[src/rtl/modbus_defines.svh]
`ifndef MODBUS_DEFINES_SVH
`define MODBUS_DEFINES_SVH

// this slave on the RTU line
`define STATION_ADDRESS 8'h37

// wishbone geometry
`define WB_ADDR_WIDTH 24
`define WB_DATA_WIDTH 16

// register windows on the bus
`define OFFSET_HOLDING_REGS 24'hA00000
`define OFFSET_INPUT_REGS 24'hA10000

// quantity limits per function
`define MAX_READ_QUANTITY 16'd125
`define MAX_WRITE_QUANTITY 16'd123

// write staging buffer
`define BUFFER_DEPTH 128
`define BUFFER_PTR_WIDTH 7

`endif

[src/rtl/modbusPkg.sv]
`include "modbus_defines.svh"

package modbusPkg;

    typedef enum logic [7:0] {
        READ_HOLDING   = 8'h03,
        READ_INPUT     = 8'h04,
        WRITE_MULTIPLE = 8'h10
    } functionCode_t;

    typedef enum logic [7:0] {
        NONE             = 8'h00,
        ILLEGAL_FUNCTION = 8'h01,
        ILLEGAL_ADDRESS  = 8'h02,
        ILLEGAL_VALUE    = 8'h03
    } exceptionCode_t;

    typedef enum logic [4:0] {
        RX_STATION, RX_WAIT, RX_FUNCTION, RX_ADDR_HI, RX_ADDR_LO, RX_QTY_HI, RX_QTY_LO,
        RX_BYTE_COUNT, RX_DATA_HI, RX_DATA_LO, RX_CRC_LO, RX_CRC_HI
    } rxState_t;

    typedef enum logic [4:0] {
        TX_IDLE, TX_WB_WRITE, TX_STATION, TX_FUNCTION, TX_EXCEPTION, TX_BYTE_COUNT,
        TX_WB_READ, TX_DATA_HI, TX_DATA_LO, TX_ADDR_HI, TX_ADDR_LO, TX_QTY_HI, TX_QTY_LO,
        TX_CRC_LO, TX_CRC_HI
    } txState_t;

    typedef struct packed {
        logic [7:0] data;
        logic       parityError;
    } uartByte_t;

    typedef struct packed {
        functionCode_t  funcCode; // raw code, may be unsupported
        exceptionCode_t exception;
        logic [15:0]    startAddress;
        logic [15:0]    quantity;
    } request_t;

    typedef struct packed {
        logic [`WB_ADDR_WIDTH-1:0] adr;
        logic [`WB_DATA_WIDTH-1:0] dat;
        logic                      cyc;
        logic                      stb;
        logic                      we;
    } wbMaster_t;

endpackage

[src/rtl/modbusCrc16.sv]
module modbusCrc16 (
    input  logic        clk,
    input  logic        rst,
    input  logic        clear,
    input  logic        enable,
    input  logic [7:0]  data,
    output logic [15:0] crc
);

    // one byte through the reflected polynomial, lsb first
    function automatic logic [15:0] foldByte(input logic [15:0] crcIn, input logic [7:0] byteIn);
        logic [15:0] acc;
        acc = crcIn ^ {8'h00, byteIn};
        for (int i = 0; i < 8; i++) begin
            if (acc[0]) begin
                acc = (acc >> 1) ^ 16'hA001;
            end else begin
                acc = acc >> 1;
            end
        end
        return acc;
    endfunction

    always_ff @(posedge clk) begin
        if (rst || clear) begin
            crc <= 16'hFFFF;
        end else if (enable) begin
            crc <= foldByte(crc, data);
        end
    end

endmodule

[src/rtl/modbusWishboneBridge.sv]
`include "modbus_defines.svh"

module modbusWishboneBridge (
    input  logic                      clk,
    input  logic                      rst,
    input  modbusPkg::uartByte_t      rxByte,
    input  logic                      rxValid,
    input  logic                      silence,
    output logic [7:0]                txData,
    output logic                      txReq,
    input  logic                      txAck,
    output modbusPkg::wbMaster_t      wbOut,
    input  logic [`WB_DATA_WIDTH-1:0] wbReadData,
    input  logic                      wbAck
);

    modbusPkg::request_t          request;
    logic                         requestValid;
    logic                         responseDone;
    logic                         bufClear;
    logic                         bufWrite;
    logic [`WB_DATA_WIDTH-1:0]    bufWriteData;
    logic [`BUFFER_PTR_WIDTH-1:0] bufWriteCount;
    logic                         bufRewind;
    logic                         bufNext;
    logic [`WB_DATA_WIDTH-1:0]    bufReadData;

    requestParser u_requestParser (
        .clk           (clk),
        .rst           (rst),
        .rxByte        (rxByte),
        .rxValid       (rxValid),
        .silence       (silence),
        .request       (request),
        .requestValid  (requestValid),
        .responseDone  (responseDone),
        .bufClear      (bufClear),
        .bufWrite      (bufWrite),
        .bufWriteData  (bufWriteData),
        .bufWriteCount (bufWriteCount)
    );

    registerBuffer u_registerBuffer (
        .clk        (clk),
        .rst        (rst),
        .clear      (bufClear),
        .write      (bufWrite),
        .writeData  (bufWriteData),
        .writeCount (bufWriteCount),
        .rewind     (bufRewind),
        .next       (bufNext),
        .readData   (bufReadData)
    );

    responseSequencer u_responseSequencer (
        .clk          (clk),
        .rst          (rst),
        .request      (request),
        .requestValid (requestValid),
        .responseDone (responseDone),
        .wbOut        (wbOut),
        .wbReadData   (wbReadData),
        .wbAck        (wbAck),
        .bufRewind    (bufRewind),
        .bufNext      (bufNext),
        .bufReadData  (bufReadData),
        .txData       (txData),
        .txReq        (txReq),
        .txAck        (txAck)
    );

endmodule

[src/rtl/registerBuffer.sv]
`include "modbus_defines.svh"

module registerBuffer (
    input  logic                         clk,
    input  logic                         rst,
    input  logic                         clear,
    input  logic                         write,
    input  logic [`WB_DATA_WIDTH-1:0]    writeData,
    output logic [`BUFFER_PTR_WIDTH-1:0] writeCount,
    input  logic                         rewind,
    input  logic                         next,
    output logic [`WB_DATA_WIDTH-1:0]    readData
);

    logic [`WB_DATA_WIDTH-1:0]    mem [`BUFFER_DEPTH];
    logic [`BUFFER_PTR_WIDTH-1:0] readPtr;

    always_ff @(posedge clk) begin
        if (write) begin
            mem[writeCount] <= writeData;
        end
    end

    always_ff @(posedge clk) begin
        if (rst || clear) begin
            writeCount <= '0;
        end else if (write) begin
            writeCount <= writeCount + 1'b1;
        end
    end

    always_ff @(posedge clk) begin
        if (rst || rewind) begin
            readPtr <= '0;
        end else if (next) begin
            readPtr <= readPtr + 1'b1;
        end
    end

    assign readData = mem[readPtr]; // follows pointer directly

endmodule

[src/rtl/requestParser.sv]
`include "modbus_defines.svh"

module requestParser (
    input  logic                         clk,
    input  logic                         rst,
    input  modbusPkg::uartByte_t         rxByte,
    input  logic                         rxValid,
    input  logic                         silence,
    output modbusPkg::request_t          request,
    output logic                         requestValid,
    input  logic                         responseDone,
    output logic                         bufClear,
    output logic                         bufWrite,
    output logic [15:0]                  bufWriteData,
    input  logic [`BUFFER_PTR_WIDTH-1:0] bufWriteCount
);

    modbusPkg::rxState_t state;
    logic [7:0]          dataHi;
    logic                accept;
    logic                goodByte;
    logic [15:0]         quantityNow;
    logic [16:0]         endAddress;
    logic                readQtyBad;
    logic                writeQtyBad;
    logic                countBad;
    logic                addressBad;

    assign accept   = rxValid && !silence && !requestValid; // frozen while answering
    assign goodByte = accept && !rxByte.parityError;

    // low quantity byte is still on the bus in RX_QTY_LO
    assign quantityNow = (state == modbusPkg::RX_QTY_LO) ?
                         {request.quantity[15:8], rxByte.data} : request.quantity;
    assign endAddress  = {1'b0, request.startAddress} + {1'b0, quantityNow};
    assign addressBad  = endAddress > 17'h0FFFF;
    assign readQtyBad  = quantityNow == 16'd0 || quantityNow > `MAX_READ_QUANTITY;
    assign writeQtyBad = quantityNow == 16'd0 || quantityNow > `MAX_WRITE_QUANTITY;
    assign countBad    = rxByte.data != {quantityNow[6:0], 1'b0};

    assign bufClear     = goodByte && state == modbusPkg::RX_BYTE_COUNT;
    assign bufWrite     = goodByte && state == modbusPkg::RX_DATA_LO;
    assign bufWriteData = {dataHi, rxByte.data};

    always_ff @(posedge clk) begin
        if (rst) begin
            state        <= modbusPkg::RX_STATION;
            requestValid <= 1'b0;
        end else begin
            if (responseDone) begin
                requestValid <= 1'b0;
            end
            if (silence) begin
                state <= modbusPkg::RX_STATION; // frame gap
            end else if (accept && rxByte.parityError) begin
                state <= modbusPkg::RX_WAIT;
            end else if (accept) begin
                case (state)
                    modbusPkg::RX_STATION: begin
                        request.exception <= modbusPkg::NONE;
                        if (rxByte.data == `STATION_ADDRESS) begin
                            state <= modbusPkg::RX_FUNCTION;
                        end else begin
                            state <= modbusPkg::RX_WAIT; // not for us
                        end
                    end
                    modbusPkg::RX_FUNCTION: begin
                        request.funcCode <= modbusPkg::functionCode_t'(rxByte.data);
                        if (rxByte.data == modbusPkg::READ_HOLDING ||
                            rxByte.data == modbusPkg::READ_INPUT ||
                            rxByte.data == modbusPkg::WRITE_MULTIPLE) begin
                            state <= modbusPkg::RX_ADDR_HI;
                        end else begin
                            request.exception <= modbusPkg::ILLEGAL_FUNCTION;
                            requestValid      <= 1'b1;
                            state             <= modbusPkg::RX_WAIT;
                        end
                    end
                    modbusPkg::RX_ADDR_HI: begin
                        request.startAddress[15:8] <= rxByte.data;
                        state                      <= modbusPkg::RX_ADDR_LO;
                    end
                    modbusPkg::RX_ADDR_LO: begin
                        request.startAddress[7:0] <= rxByte.data;
                        state                     <= modbusPkg::RX_QTY_HI;
                    end
                    modbusPkg::RX_QTY_HI: begin
                        request.quantity[15:8] <= rxByte.data;
                        state                  <= modbusPkg::RX_QTY_LO;
                    end
                    modbusPkg::RX_QTY_LO: begin
                        request.quantity[7:0] <= rxByte.data;
                        if (request.funcCode == modbusPkg::WRITE_MULTIPLE) begin
                            state <= modbusPkg::RX_BYTE_COUNT; // checked with byte count
                        end else if (readQtyBad || addressBad) begin
                            request.exception <= readQtyBad ? modbusPkg::ILLEGAL_VALUE :
                                                              modbusPkg::ILLEGAL_ADDRESS;
                            requestValid      <= 1'b1;
                            state             <= modbusPkg::RX_WAIT;
                        end else begin
                            state <= modbusPkg::RX_CRC_LO;
                        end
                    end
                    modbusPkg::RX_BYTE_COUNT: begin
                        if (writeQtyBad || countBad || addressBad) begin
                            request.exception <= (writeQtyBad || countBad) ?
                                                 modbusPkg::ILLEGAL_VALUE :
                                                 modbusPkg::ILLEGAL_ADDRESS;
                            requestValid      <= 1'b1;
                            state             <= modbusPkg::RX_WAIT;
                        end else begin
                            state <= modbusPkg::RX_DATA_HI;
                        end
                    end
                    modbusPkg::RX_DATA_HI: begin
                        dataHi <= rxByte.data;
                        state  <= modbusPkg::RX_DATA_LO;
                    end
                    modbusPkg::RX_DATA_LO: begin
                        // count is taken before this word lands
                        if (bufWriteCount + 7'd1 == request.quantity[6:0]) begin
                            state <= modbusPkg::RX_CRC_LO;
                        end else begin
                            state <= modbusPkg::RX_DATA_HI;
                        end
                    end
                    modbusPkg::RX_CRC_LO: begin
                        state <= modbusPkg::RX_CRC_HI; // crc not checked
                    end
                    modbusPkg::RX_CRC_HI: begin
                        requestValid <= 1'b1;
                        state        <= modbusPkg::RX_WAIT;
                    end
                    default: begin
                        state <= modbusPkg::RX_WAIT; // only silence leaves
                    end
                endcase
            end
        end
    end

endmodule

[src/rtl/responseSequencer.sv]
`include "modbus_defines.svh"

module responseSequencer (
    input  logic                      clk,
    input  logic                      rst,
    input  modbusPkg::request_t       request,
    input  logic                      requestValid,
    output logic                      responseDone,
    output modbusPkg::wbMaster_t      wbOut,
    input  logic [`WB_DATA_WIDTH-1:0] wbReadData,
    input  logic                      wbAck,
    output logic                      bufRewind,
    output logic                      bufNext,
    input  logic [`WB_DATA_WIDTH-1:0] bufReadData,
    output logic [7:0]                txData,
    output logic                      txReq,
    input  logic                      txAck
);

    modbusPkg::txState_t          state;
    logic [`WB_ADDR_WIDTH-1:0]    wbAddr;
    logic [`WB_ADDR_WIDTH-1:0]    baseAddr;
    logic [`BUFFER_PTR_WIDTH-1:0] wordIndex;
    logic [`WB_DATA_WIDTH-1:0]    readWord;
    logic [15:0]                  crc;
    logic                         byteDone;
    logic                         busActive;
    logic                         isWrite;
    logic                         isError;
    logic                         lastWord;
    logic                         crcEnable;

    assign isWrite  = request.funcCode == modbusPkg::WRITE_MULTIPLE;
    assign isError  = request.exception != modbusPkg::NONE;
    assign lastWord = wordIndex == request.quantity[6:0] - 7'd1;
    assign baseAddr = (request.funcCode == modbusPkg::READ_INPUT) ?
                      `OFFSET_INPUT_REGS : `OFFSET_HOLDING_REGS;

    assign busActive = state == modbusPkg::TX_WB_WRITE || state == modbusPkg::TX_WB_READ;
    assign wbOut.adr = wbAddr;
    assign wbOut.dat = bufReadData;
    assign wbOut.cyc = busActive;
    assign wbOut.stb = busActive;
    assign wbOut.we  = state == modbusPkg::TX_WB_WRITE;

    assign bufRewind = state == modbusPkg::TX_IDLE;
    assign bufNext   = state == modbusPkg::TX_WB_WRITE && wbAck;

    assign txReq        = !busActive && state != modbusPkg::TX_IDLE;
    assign byteDone     = txReq && txAck;
    assign responseDone = state == modbusPkg::TX_CRC_HI && byteDone;
    assign crcEnable    = byteDone && state != modbusPkg::TX_CRC_LO &&
                          state != modbusPkg::TX_CRC_HI;

    always_comb begin
        case (state)
            modbusPkg::TX_FUNCTION:   txData = isError ? {1'b1, request.funcCode[6:0]} :
                                                         request.funcCode;
            modbusPkg::TX_EXCEPTION:  txData = request.exception;
            modbusPkg::TX_BYTE_COUNT: txData = {request.quantity[6:0], 1'b0};
            modbusPkg::TX_DATA_HI:    txData = readWord[15:8];
            modbusPkg::TX_DATA_LO:    txData = readWord[7:0];
            modbusPkg::TX_ADDR_HI:    txData = request.startAddress[15:8];
            modbusPkg::TX_ADDR_LO:    txData = request.startAddress[7:0];
            modbusPkg::TX_QTY_HI:     txData = request.quantity[15:8];
            modbusPkg::TX_QTY_LO:     txData = request.quantity[7:0];
            modbusPkg::TX_CRC_LO:     txData = crc[7:0]; // low byte first
            modbusPkg::TX_CRC_HI:     txData = crc[15:8];
            default:                  txData = `STATION_ADDRESS;
        endcase
    end

    always_ff @(posedge clk) begin
        if (rst) begin
            state <= modbusPkg::TX_IDLE;
        end else begin
            case (state)
                modbusPkg::TX_IDLE: begin
                    wbAddr    <= baseAddr + {{(`WB_ADDR_WIDTH-16){1'b0}}, request.startAddress};
                    wordIndex <= '0;
                    if (requestValid) begin
                        state <= (isWrite && !isError) ? modbusPkg::TX_WB_WRITE :
                                                         modbusPkg::TX_STATION;
                    end
                end
                modbusPkg::TX_WB_WRITE: begin
                    if (wbAck) begin
                        wbAddr    <= wbAddr + 1'b1;
                        wordIndex <= wordIndex + 1'b1;
                        if (lastWord) begin
                            state <= modbusPkg::TX_STATION; // buffer drained
                        end
                    end
                end
                modbusPkg::TX_STATION: if (byteDone) state <= modbusPkg::TX_FUNCTION;
                modbusPkg::TX_FUNCTION: begin
                    if (byteDone) begin
                        if (isError) begin
                            state <= modbusPkg::TX_EXCEPTION;
                        end else if (isWrite) begin
                            state <= modbusPkg::TX_ADDR_HI;
                        end else begin
                            state <= modbusPkg::TX_BYTE_COUNT;
                        end
                    end
                end
                modbusPkg::TX_EXCEPTION:  if (byteDone) state <= modbusPkg::TX_CRC_LO;
                modbusPkg::TX_BYTE_COUNT: if (byteDone) state <= modbusPkg::TX_WB_READ;
                modbusPkg::TX_WB_READ: begin
                    if (wbAck) begin
                        readWord <= wbReadData;
                        state    <= modbusPkg::TX_DATA_HI;
                    end
                end
                modbusPkg::TX_DATA_HI: if (byteDone) state <= modbusPkg::TX_DATA_LO;
                modbusPkg::TX_DATA_LO: begin
                    if (byteDone) begin
                        wbAddr    <= wbAddr + 1'b1;
                        wordIndex <= wordIndex + 1'b1;
                        state     <= lastWord ? modbusPkg::TX_CRC_LO : modbusPkg::TX_WB_READ;
                    end
                end
                modbusPkg::TX_ADDR_HI: if (byteDone) state <= modbusPkg::TX_ADDR_LO;
                modbusPkg::TX_ADDR_LO: if (byteDone) state <= modbusPkg::TX_QTY_HI;
                modbusPkg::TX_QTY_HI:  if (byteDone) state <= modbusPkg::TX_QTY_LO;
                modbusPkg::TX_QTY_LO:  if (byteDone) state <= modbusPkg::TX_CRC_LO;
                modbusPkg::TX_CRC_LO:  if (byteDone) state <= modbusPkg::TX_CRC_HI;
                modbusPkg::TX_CRC_HI:  if (byteDone) state <= modbusPkg::TX_IDLE;
                default:               state <= modbusPkg::TX_IDLE;
            endcase
        end
    end

    modbusCrc16 u_modbusCrc16 (
        .clk    (clk),
        .rst    (rst),
        .clear  (state == modbusPkg::TX_IDLE),
        .enable (crcEnable),
        .data   (txData),
        .crc    (crc)
    );

endmodule

[config.mk]
export PLATFORM = sky130hd
export DESIGN_NAME = modbusWishboneBridge
export DESIGN_NICKNAME = d
export VERILOG_FILES = /design/src/rtl/modbusPkg.sv /design/src/rtl/modbusCrc16.sv /design/src/rtl/modbusWishboneBridge.sv /design/src/rtl/registerBuffer.sv /design/src/rtl/requestParser.sv /design/src/rtl/responseSequencer.sv
export VERILOG_INCLUDE_DIRS = /design/src /design/src/rtl
export SDC_FILE = /design/constraint.sdc
export NUM_CORES = 2
export LEC_CHECK = 0
export ABC_AREA = 1
export BUFFER_PORTS_ARGS = -buffer_cell sky130_fd_sc_hd__buf_2
export CAP_MARGIN = 20
export CORE_MARGIN = 1
export CORE_UTILIZATION = 40
export CTS_CLUSTER_DIAMETER = 80
export DETAILED_ROUTE_END_ITERATION = 7
export PLACE_DENSITY = 0.58
export SYNTH_ARGS = -nofsm -noshare
export SYNTH_HDL_FRONTEND = slang
export SYNTH_HIERARCHICAL = 1
export SYNTH_SLANG_ARGS = --single-unit
[constraint.sdc]
create_clock -name clk -period 4.4 [get_ports clk]
set_clock_uncertainty 0.1 [all_clocks]
set_input_delay 0.66 -clock clk [delete_from_list [all_inputs] [get_ports clk]]
set_output_delay 0.66 -clock clk [all_outputs]
set_load 0.03 [all_outputs]
# Word level (Yosys, flattened, before mapping)
# Memories as Yosys holds them, arrays and structs flattened. A register that Yosys moved wholly into a read port is not among the register bits.
# Cells that the tools add are included.
# word_totals
register_bits,144
ramBits,2048
mem_count,1
# classes
addsub,7
n_lt_le_gt_ge,3
n_eq_ne,54
muxes,81
bitwise_logic,12
n_reduce_logical,49
# memory_table
memory,depth,width,read_ports,rd_clocked_by_memory_dff,wr,line,rtl
u_registerBuffer.mem,128,16,1,1,1,registerBuffer.sv:15,logic [`WB_DATA_WIDTH-1:0] mem [`BUFFER_DEPTH];
# ops
operator,count
$mux 16,22
$pmux 8 s11,1
$mux 5,17
$pmux 24 s3,1
$pmux 5 s14,1
$eq 5x4->1 const B,11
$pmux 5 s10,1
$mux 24,2
$mux 8,6
$eq 5x3->1 const B,8
$gt 16x7->1 const B,2
$pmux 8 s4,1
$reduce_and 5->1,6
$mux 7,4
$ne 2x1->1 const B,13
$add 24x1->24 const B,1
$add 24x16->24,1
$not 2->3,8
$add 7x1->7 const B,3
$pmux 7 s3,1
$eq 5x2->1 const B,4
$add 16x16->17,1
$gt 17x16->1 const B,1
$mux 17,1
32 further kinds,89

# Depth between registers and ports, before layout
# logic_depth
depth_word,35
ltp_mapped,26
ltp_nobuf,26

# Hierarchy
# Netlist, hierarchy kept.
# modules_own_cells
mod,n_inst,cells_per_inst,area_each_um2,seq_area_each_um2
registerBuffer,1,6858,83203.5,61919.4
responseSequencer,1,504,3768.6,1491.4
requestParser,1,381,3338.2,1601.5
modbusCrc16,1,139,1109.8,320.3

# Worst setup path before layout
# No wires, ideal clock.
# synth_timing
path_type,reg2reg
startpoint,register u_responseSequencer.state[0]
endpoint,"register u_responseSequencer.wbAddr[0], enable pin"
arrival_ns,3.528
required_time_ns,3.833
slack_ns,0.306
stages_incl_launch_ff,11
n_path_buf,0
period_less_slack_ns,4.094
path_cell_list,dfxtp_1 > inv_1 > nand2_2 > inv_2 > nand2_2 > nand2_4 > nor2_4 > nand2_4 > nand2_1 > o21ai_0 > a211oi_1
# synth_between
elab_chain_len,7
word_cells_on_any_way,13
# synth_rtl
element,line,rtl
start: declaration,responseSequencer.sv:20,modbusPkg::txState_t state;
start signal: assignment,responseSequencer.sv:75,state <= modbusPkg::TX_IDLE;
start signal: assignment,responseSequencer.sv:82,state <= (isWrite && !isError) ? modbusPkg::TX_WB_WRITE :
start signal: assignment,responseSequencer.sv:91,state <= modbusPkg::TX_STATION;
$eq 5x1->1 / $eq 5x3->1 (equally long branches),responseSequencer.sv:39,assign busActive = state == modbusPkg::TX_WB_WRITE || state == modbusPkg::TX_WB_READ;
$logic_or 1x1->1 *,responseSequencer.sv:39,
named net u_responseSequencer.busActive,responseSequencer.sv:27,logic busActive;
$logic_not 1->1 *,responseSequencer.sv:49,assign txReq = !busActive && state != modbusPkg::TX_IDLE;
$logic_and 1x1->1 *,responseSequencer.sv:49,
named net txReq,modbusWishboneBridge.sv:10,"output logic txReq,"
$logic_and 1x1->1 *,responseSequencer.sv:50,assign byteDone = txReq && txAck;
$ne 2x1->1 (no line) *,--,
$reduce_and 4->1 (no line) *,--,
end signal: assignment,responseSequencer.sv:79,"wbAddr <= baseAddr + {{(`WB_ADDR_WIDTH-16){1'b0}}, request.startAddress};"
end signal: assignment,responseSequencer.sv:88,wbAddr <= wbAddr + 1'b1;
end signal: assignment,responseSequencer.sv:118,wbAddr <= wbAddr + 1'b1;
end: declaration,responseSequencer.sv:21,logic [`WB_ADDR_WIDTH-1:0] wbAddr;
# Mark *: on every way through the listed nets, which the timed path passes. The rest lies on a longest branch.
# A chain may end at the register's enable or synchronous reset.

==> impl_metrics.csv <==
group,metric,value,unit
floorplanning,die_area,230000,sq um
detailed_routing,wl_per_cell,24.2,um
worst_setup_path,r2r_setup_slack,0.71,ns
timing,fmax,0.226,GHz
grt,grt_first_pass_wirelength,394000,um
logic_synthesis,ys_warn_count,6,
status,outcome,"finished with violations",
timing,grt_setup_unrepaired,"yes",
timing,fin_setup_tns,-0.0305,ns
timing,tightest_slew,1.15,ns
layout,final_common_cell,"nand2_1",
grt,grt_overflow,0,
grt,use_met3,0.0350,
timing,finalSetupViolations,3,
logic_synthesis,syn_avg_cell_area,11.6,sq um
detailed_routing,drcViolationCount,0,
timing,hold_viol_final,0,
worst_setup_path,slowest_stage,"dfxtp_4",
logic_synthesis,synth_seq_cells,2191,
clock_tree,cts_tree,"yes",
timing,post-route-min-period,4.43,ns
layout,drive_above_1_share,0.101,
worst_setup_path,setup.worst_path.end_class,"output port",
grt,grt_use_met2,0.359,
floorplanning,io_pins,83,
clock_tree,clock_tree.root_cell,"clkbuf_16",
logic_synthesis,synth_cells,7882,
logic_synthesis,synth_flop_cell,"edfxtp_1",
worst_setup_path,path_class,"reg -> out",
floorplanning,initial_utilization,0.402,
layout,mostFrequentLayoutCells,"nand2_1 (2323), edfxtp_1 (2145), nand3_1 (2055)",
worst_setup_path,critPathMaxStageDelay,0.48,ns
timing,fin_ws,-0.0265,ns
grt,first_global_vias,57800,
floorplanning,row_count,175,
worst_setup_path,cp_top_family,"simple AND/OR/NAND/NOR gates",
grt,grt_start_max_net_pins,129,
status,failed_checks,"setup timing",
layout,num-nets-final,8081,
worst_setup_path,path_max_fanout,93,
floorplanning,die_h,480,um
logic_synthesis,synth_cell_types,55,
power,p_leak,36.2,nW
detailed_routing,num_vias,62300,
layout,area_growth,13.2,%
grt,grt_busiest_layer,"met2",
worst_setup_path,cp_cell_sequence,"buf_4 > buf_12 > nand3_1 > nand3_1 > nand3_1 > nand3_1 > nand3_1 > nand3_1 > nand2_1 > buf_2",
timing,fin_crit_sh,1.01,
placement,io_buffers,82,
grt,grtUsageTotal,0.230,
worst_setup_path,timing.critical_path.mode_cell,"nand3_1",
placement,dpl.cell_count,10800,
layout,fillers,20600,
timing,slew-limit-headroom,0.232,
clock_tree,clk_latency,0.89,ns
placement,place.gp.congestion,0.883,
clock_tree,cts_htree_levels,4,
timing,slew_viol_final,0,
floorplanning,core_area,227000,sq um
grt,antenna_found_initial,10,
placement,dp.final_hpwl,152000,um
placement,pre_cts_slack,0.367,ns
layout,fin_cells,11200,
worst_setup_path,arrival,3.67,ns
worst_setup_path,crit_buf_inv,3,
clock_tree,path_clk_slew,0.06,ns
logic_synthesis,synth_seq_area_share,0.715,
grt,grtUsageMet1,0.329,
clock_tree,cts_buffer_depth,3,
floorplanning,fp.dieW,480,um
worst_hold_path,hold_path_class,"in -> reg",
power,power,41.1,mW
logic_synthesis,syn_area,91400,sq um
detailed_routing,first_pass_iters,6,
detailed_routing,drtAntennaViolNets,0,
worst_setup_path,critPathRequiredTime,3.64,ns
worst_setup_path,cp-start-kind,"flip-flop",
clock_tree,numClockSinks,2191,
power,peakVddDrop,0.346,mV
power,pwr_density_cell,397,nW/um^2
logic_synthesis,ys_async_sr_fraction,0,
detailed_routing,drt_iter0_markers,7622,
detailed_routing,wl,271000,um
flow_run,cap_violations,0,
clock_tree,cts_buffers,220,
logic_synthesis,synth_edf_count,2145,
detailed_routing,via_per_inst,5.56,
## layer usage
| metal | routed length, um | share of wire |
|---|---|---|
| met1 | 114000 | 0.42 |
| met2 | 125000 | 0.46 |
| met3 | 24300 | 0.090 |
| met4 | 7390 | 0.027 |
| met5 | 13 | 0.000048 |
## metrics by stage
stage,hold WS [ns],area [sq um],utilization
2_1_floorplan,0.359,91400,-
3_3_place_gp,0.388,95700,0.421
3_5_place_dp,0.402,95700,0.421
4_1_cts,0.0000275,103000,0.454
5_1_grt,0.0527,104000,0.455
6_report,0.0435,104000,0.455
## cell usage after synthesis (all sizes together), types with 2 or more instances
library cell,count,area [sq um]
a211oi,6,45.0
o2111ai,4,35.0
edfxtp,2145,64400
o22ai,9,56.3
a221oi,12,105
nor2,273,1090
nor4,7,43.8
dfxtp,46,921
and2,2,12.5
and3,2,12.5
ha,22,275
buf,418,2430
xor2,16,140
nand4,18,113
xnor2,16,166
o21ai,57,285
clkbuf,85,319
nor3,31,155
nand3b,3,22.5
o211ai,4,30.0
a31oi,2,12.5
a21oi,52,264
a22o,3,26.3
nand2,2367,9050
or2,5,31.3
nand3,2095,10600
nor3b,10,75.1
inv,163,614
## power breakdown
group / switching, mW / leakage (nW) / internal [mW]
Clock: 8.01 / 3.27 / 9.70
Sequential: 0.0417 / 19.7 / 22.8
Combinational: 0.464 / 13.3 / 0.126
Total: 8.51 / 36.2 / 32.6
## kinds of logic after synthesis
| logic type | share of synthesized area |
|---|---|
| buf+inv | 0.0369 |
| compound gates | 0.00994 |
| flops | 0.715 |
| xor+xnor | 0.00335 |
| fa+ha+maj | 0.00323 |
| other cells | 0.0000410 |
| simple gates | 0.232 |
## cell type report
| cell class | count | area [sq um] | area share |
|---|---|---|---|
| inverter | 164 | 687 | 0.00664 |
| clock inverter | 109 | 868 | 0.00839 |
| antenna | 3 | 7.51 | 0.0000725 |
| timing repair inverter | 3 | 33.8 | 0.000326 |
| timing repair buffer | 418 | 4030 | 0.0389 |
| clock buffer | 284 | 5810 | 0.0561 |
| sequential | 2191 | 65400 | 0.631 |
| multi-input combinational | 5029 | 23000 | 0.222 |
| tap | 3009 | 3760 | 0.0364 |
## sequential cells by signal, indices dropped and copies added (netlist names), named ones only
name and cells:
u_responseSequencer/state 4, u_registerBuffer/readPtr 7, u_responseSequencer/u_modbusCrc16/crc 16, u_responseSequencer/wordIndex 7
u_requestParser/request 42, u_responseSequencer/wbAddr 24, u_responseSequencer/readWord 16, u_requestParser/state 4
u_registerBuffer/writeCount 7, u_requestParser/requestValid 1, u_registerBuffer/mem 2048, u_requestParser/dataHi 8
## worst paths after layout
check                                           start                                        end  cells past startpoint
max                                         flip-flop                                   wbOut[6]                     10
min                                               rst               u_responseSequencer/state[3]                      2
max reg2reg              u_responseSequencer/state[2]  u_responseSequencer/u_modbusCrc16/crc[13]                     17
min reg2reg  u_responseSequencer/u_modbusCrc16/crc[5]   u_responseSequencer/u_modbusCrc16/crc[5]                      2
## timing repair
item | 4_1_cts | 5_1_grt
gates cloned | 8 | 4
endpoints found under the hold margin | 36 | 0
hold buffers | 21 | 0
gates resized for setup | 70 | 25
endpoints found under the setup margin | 16 | 13
buffers inserted | 10 | 6
(Power assumes the default switching activity.)
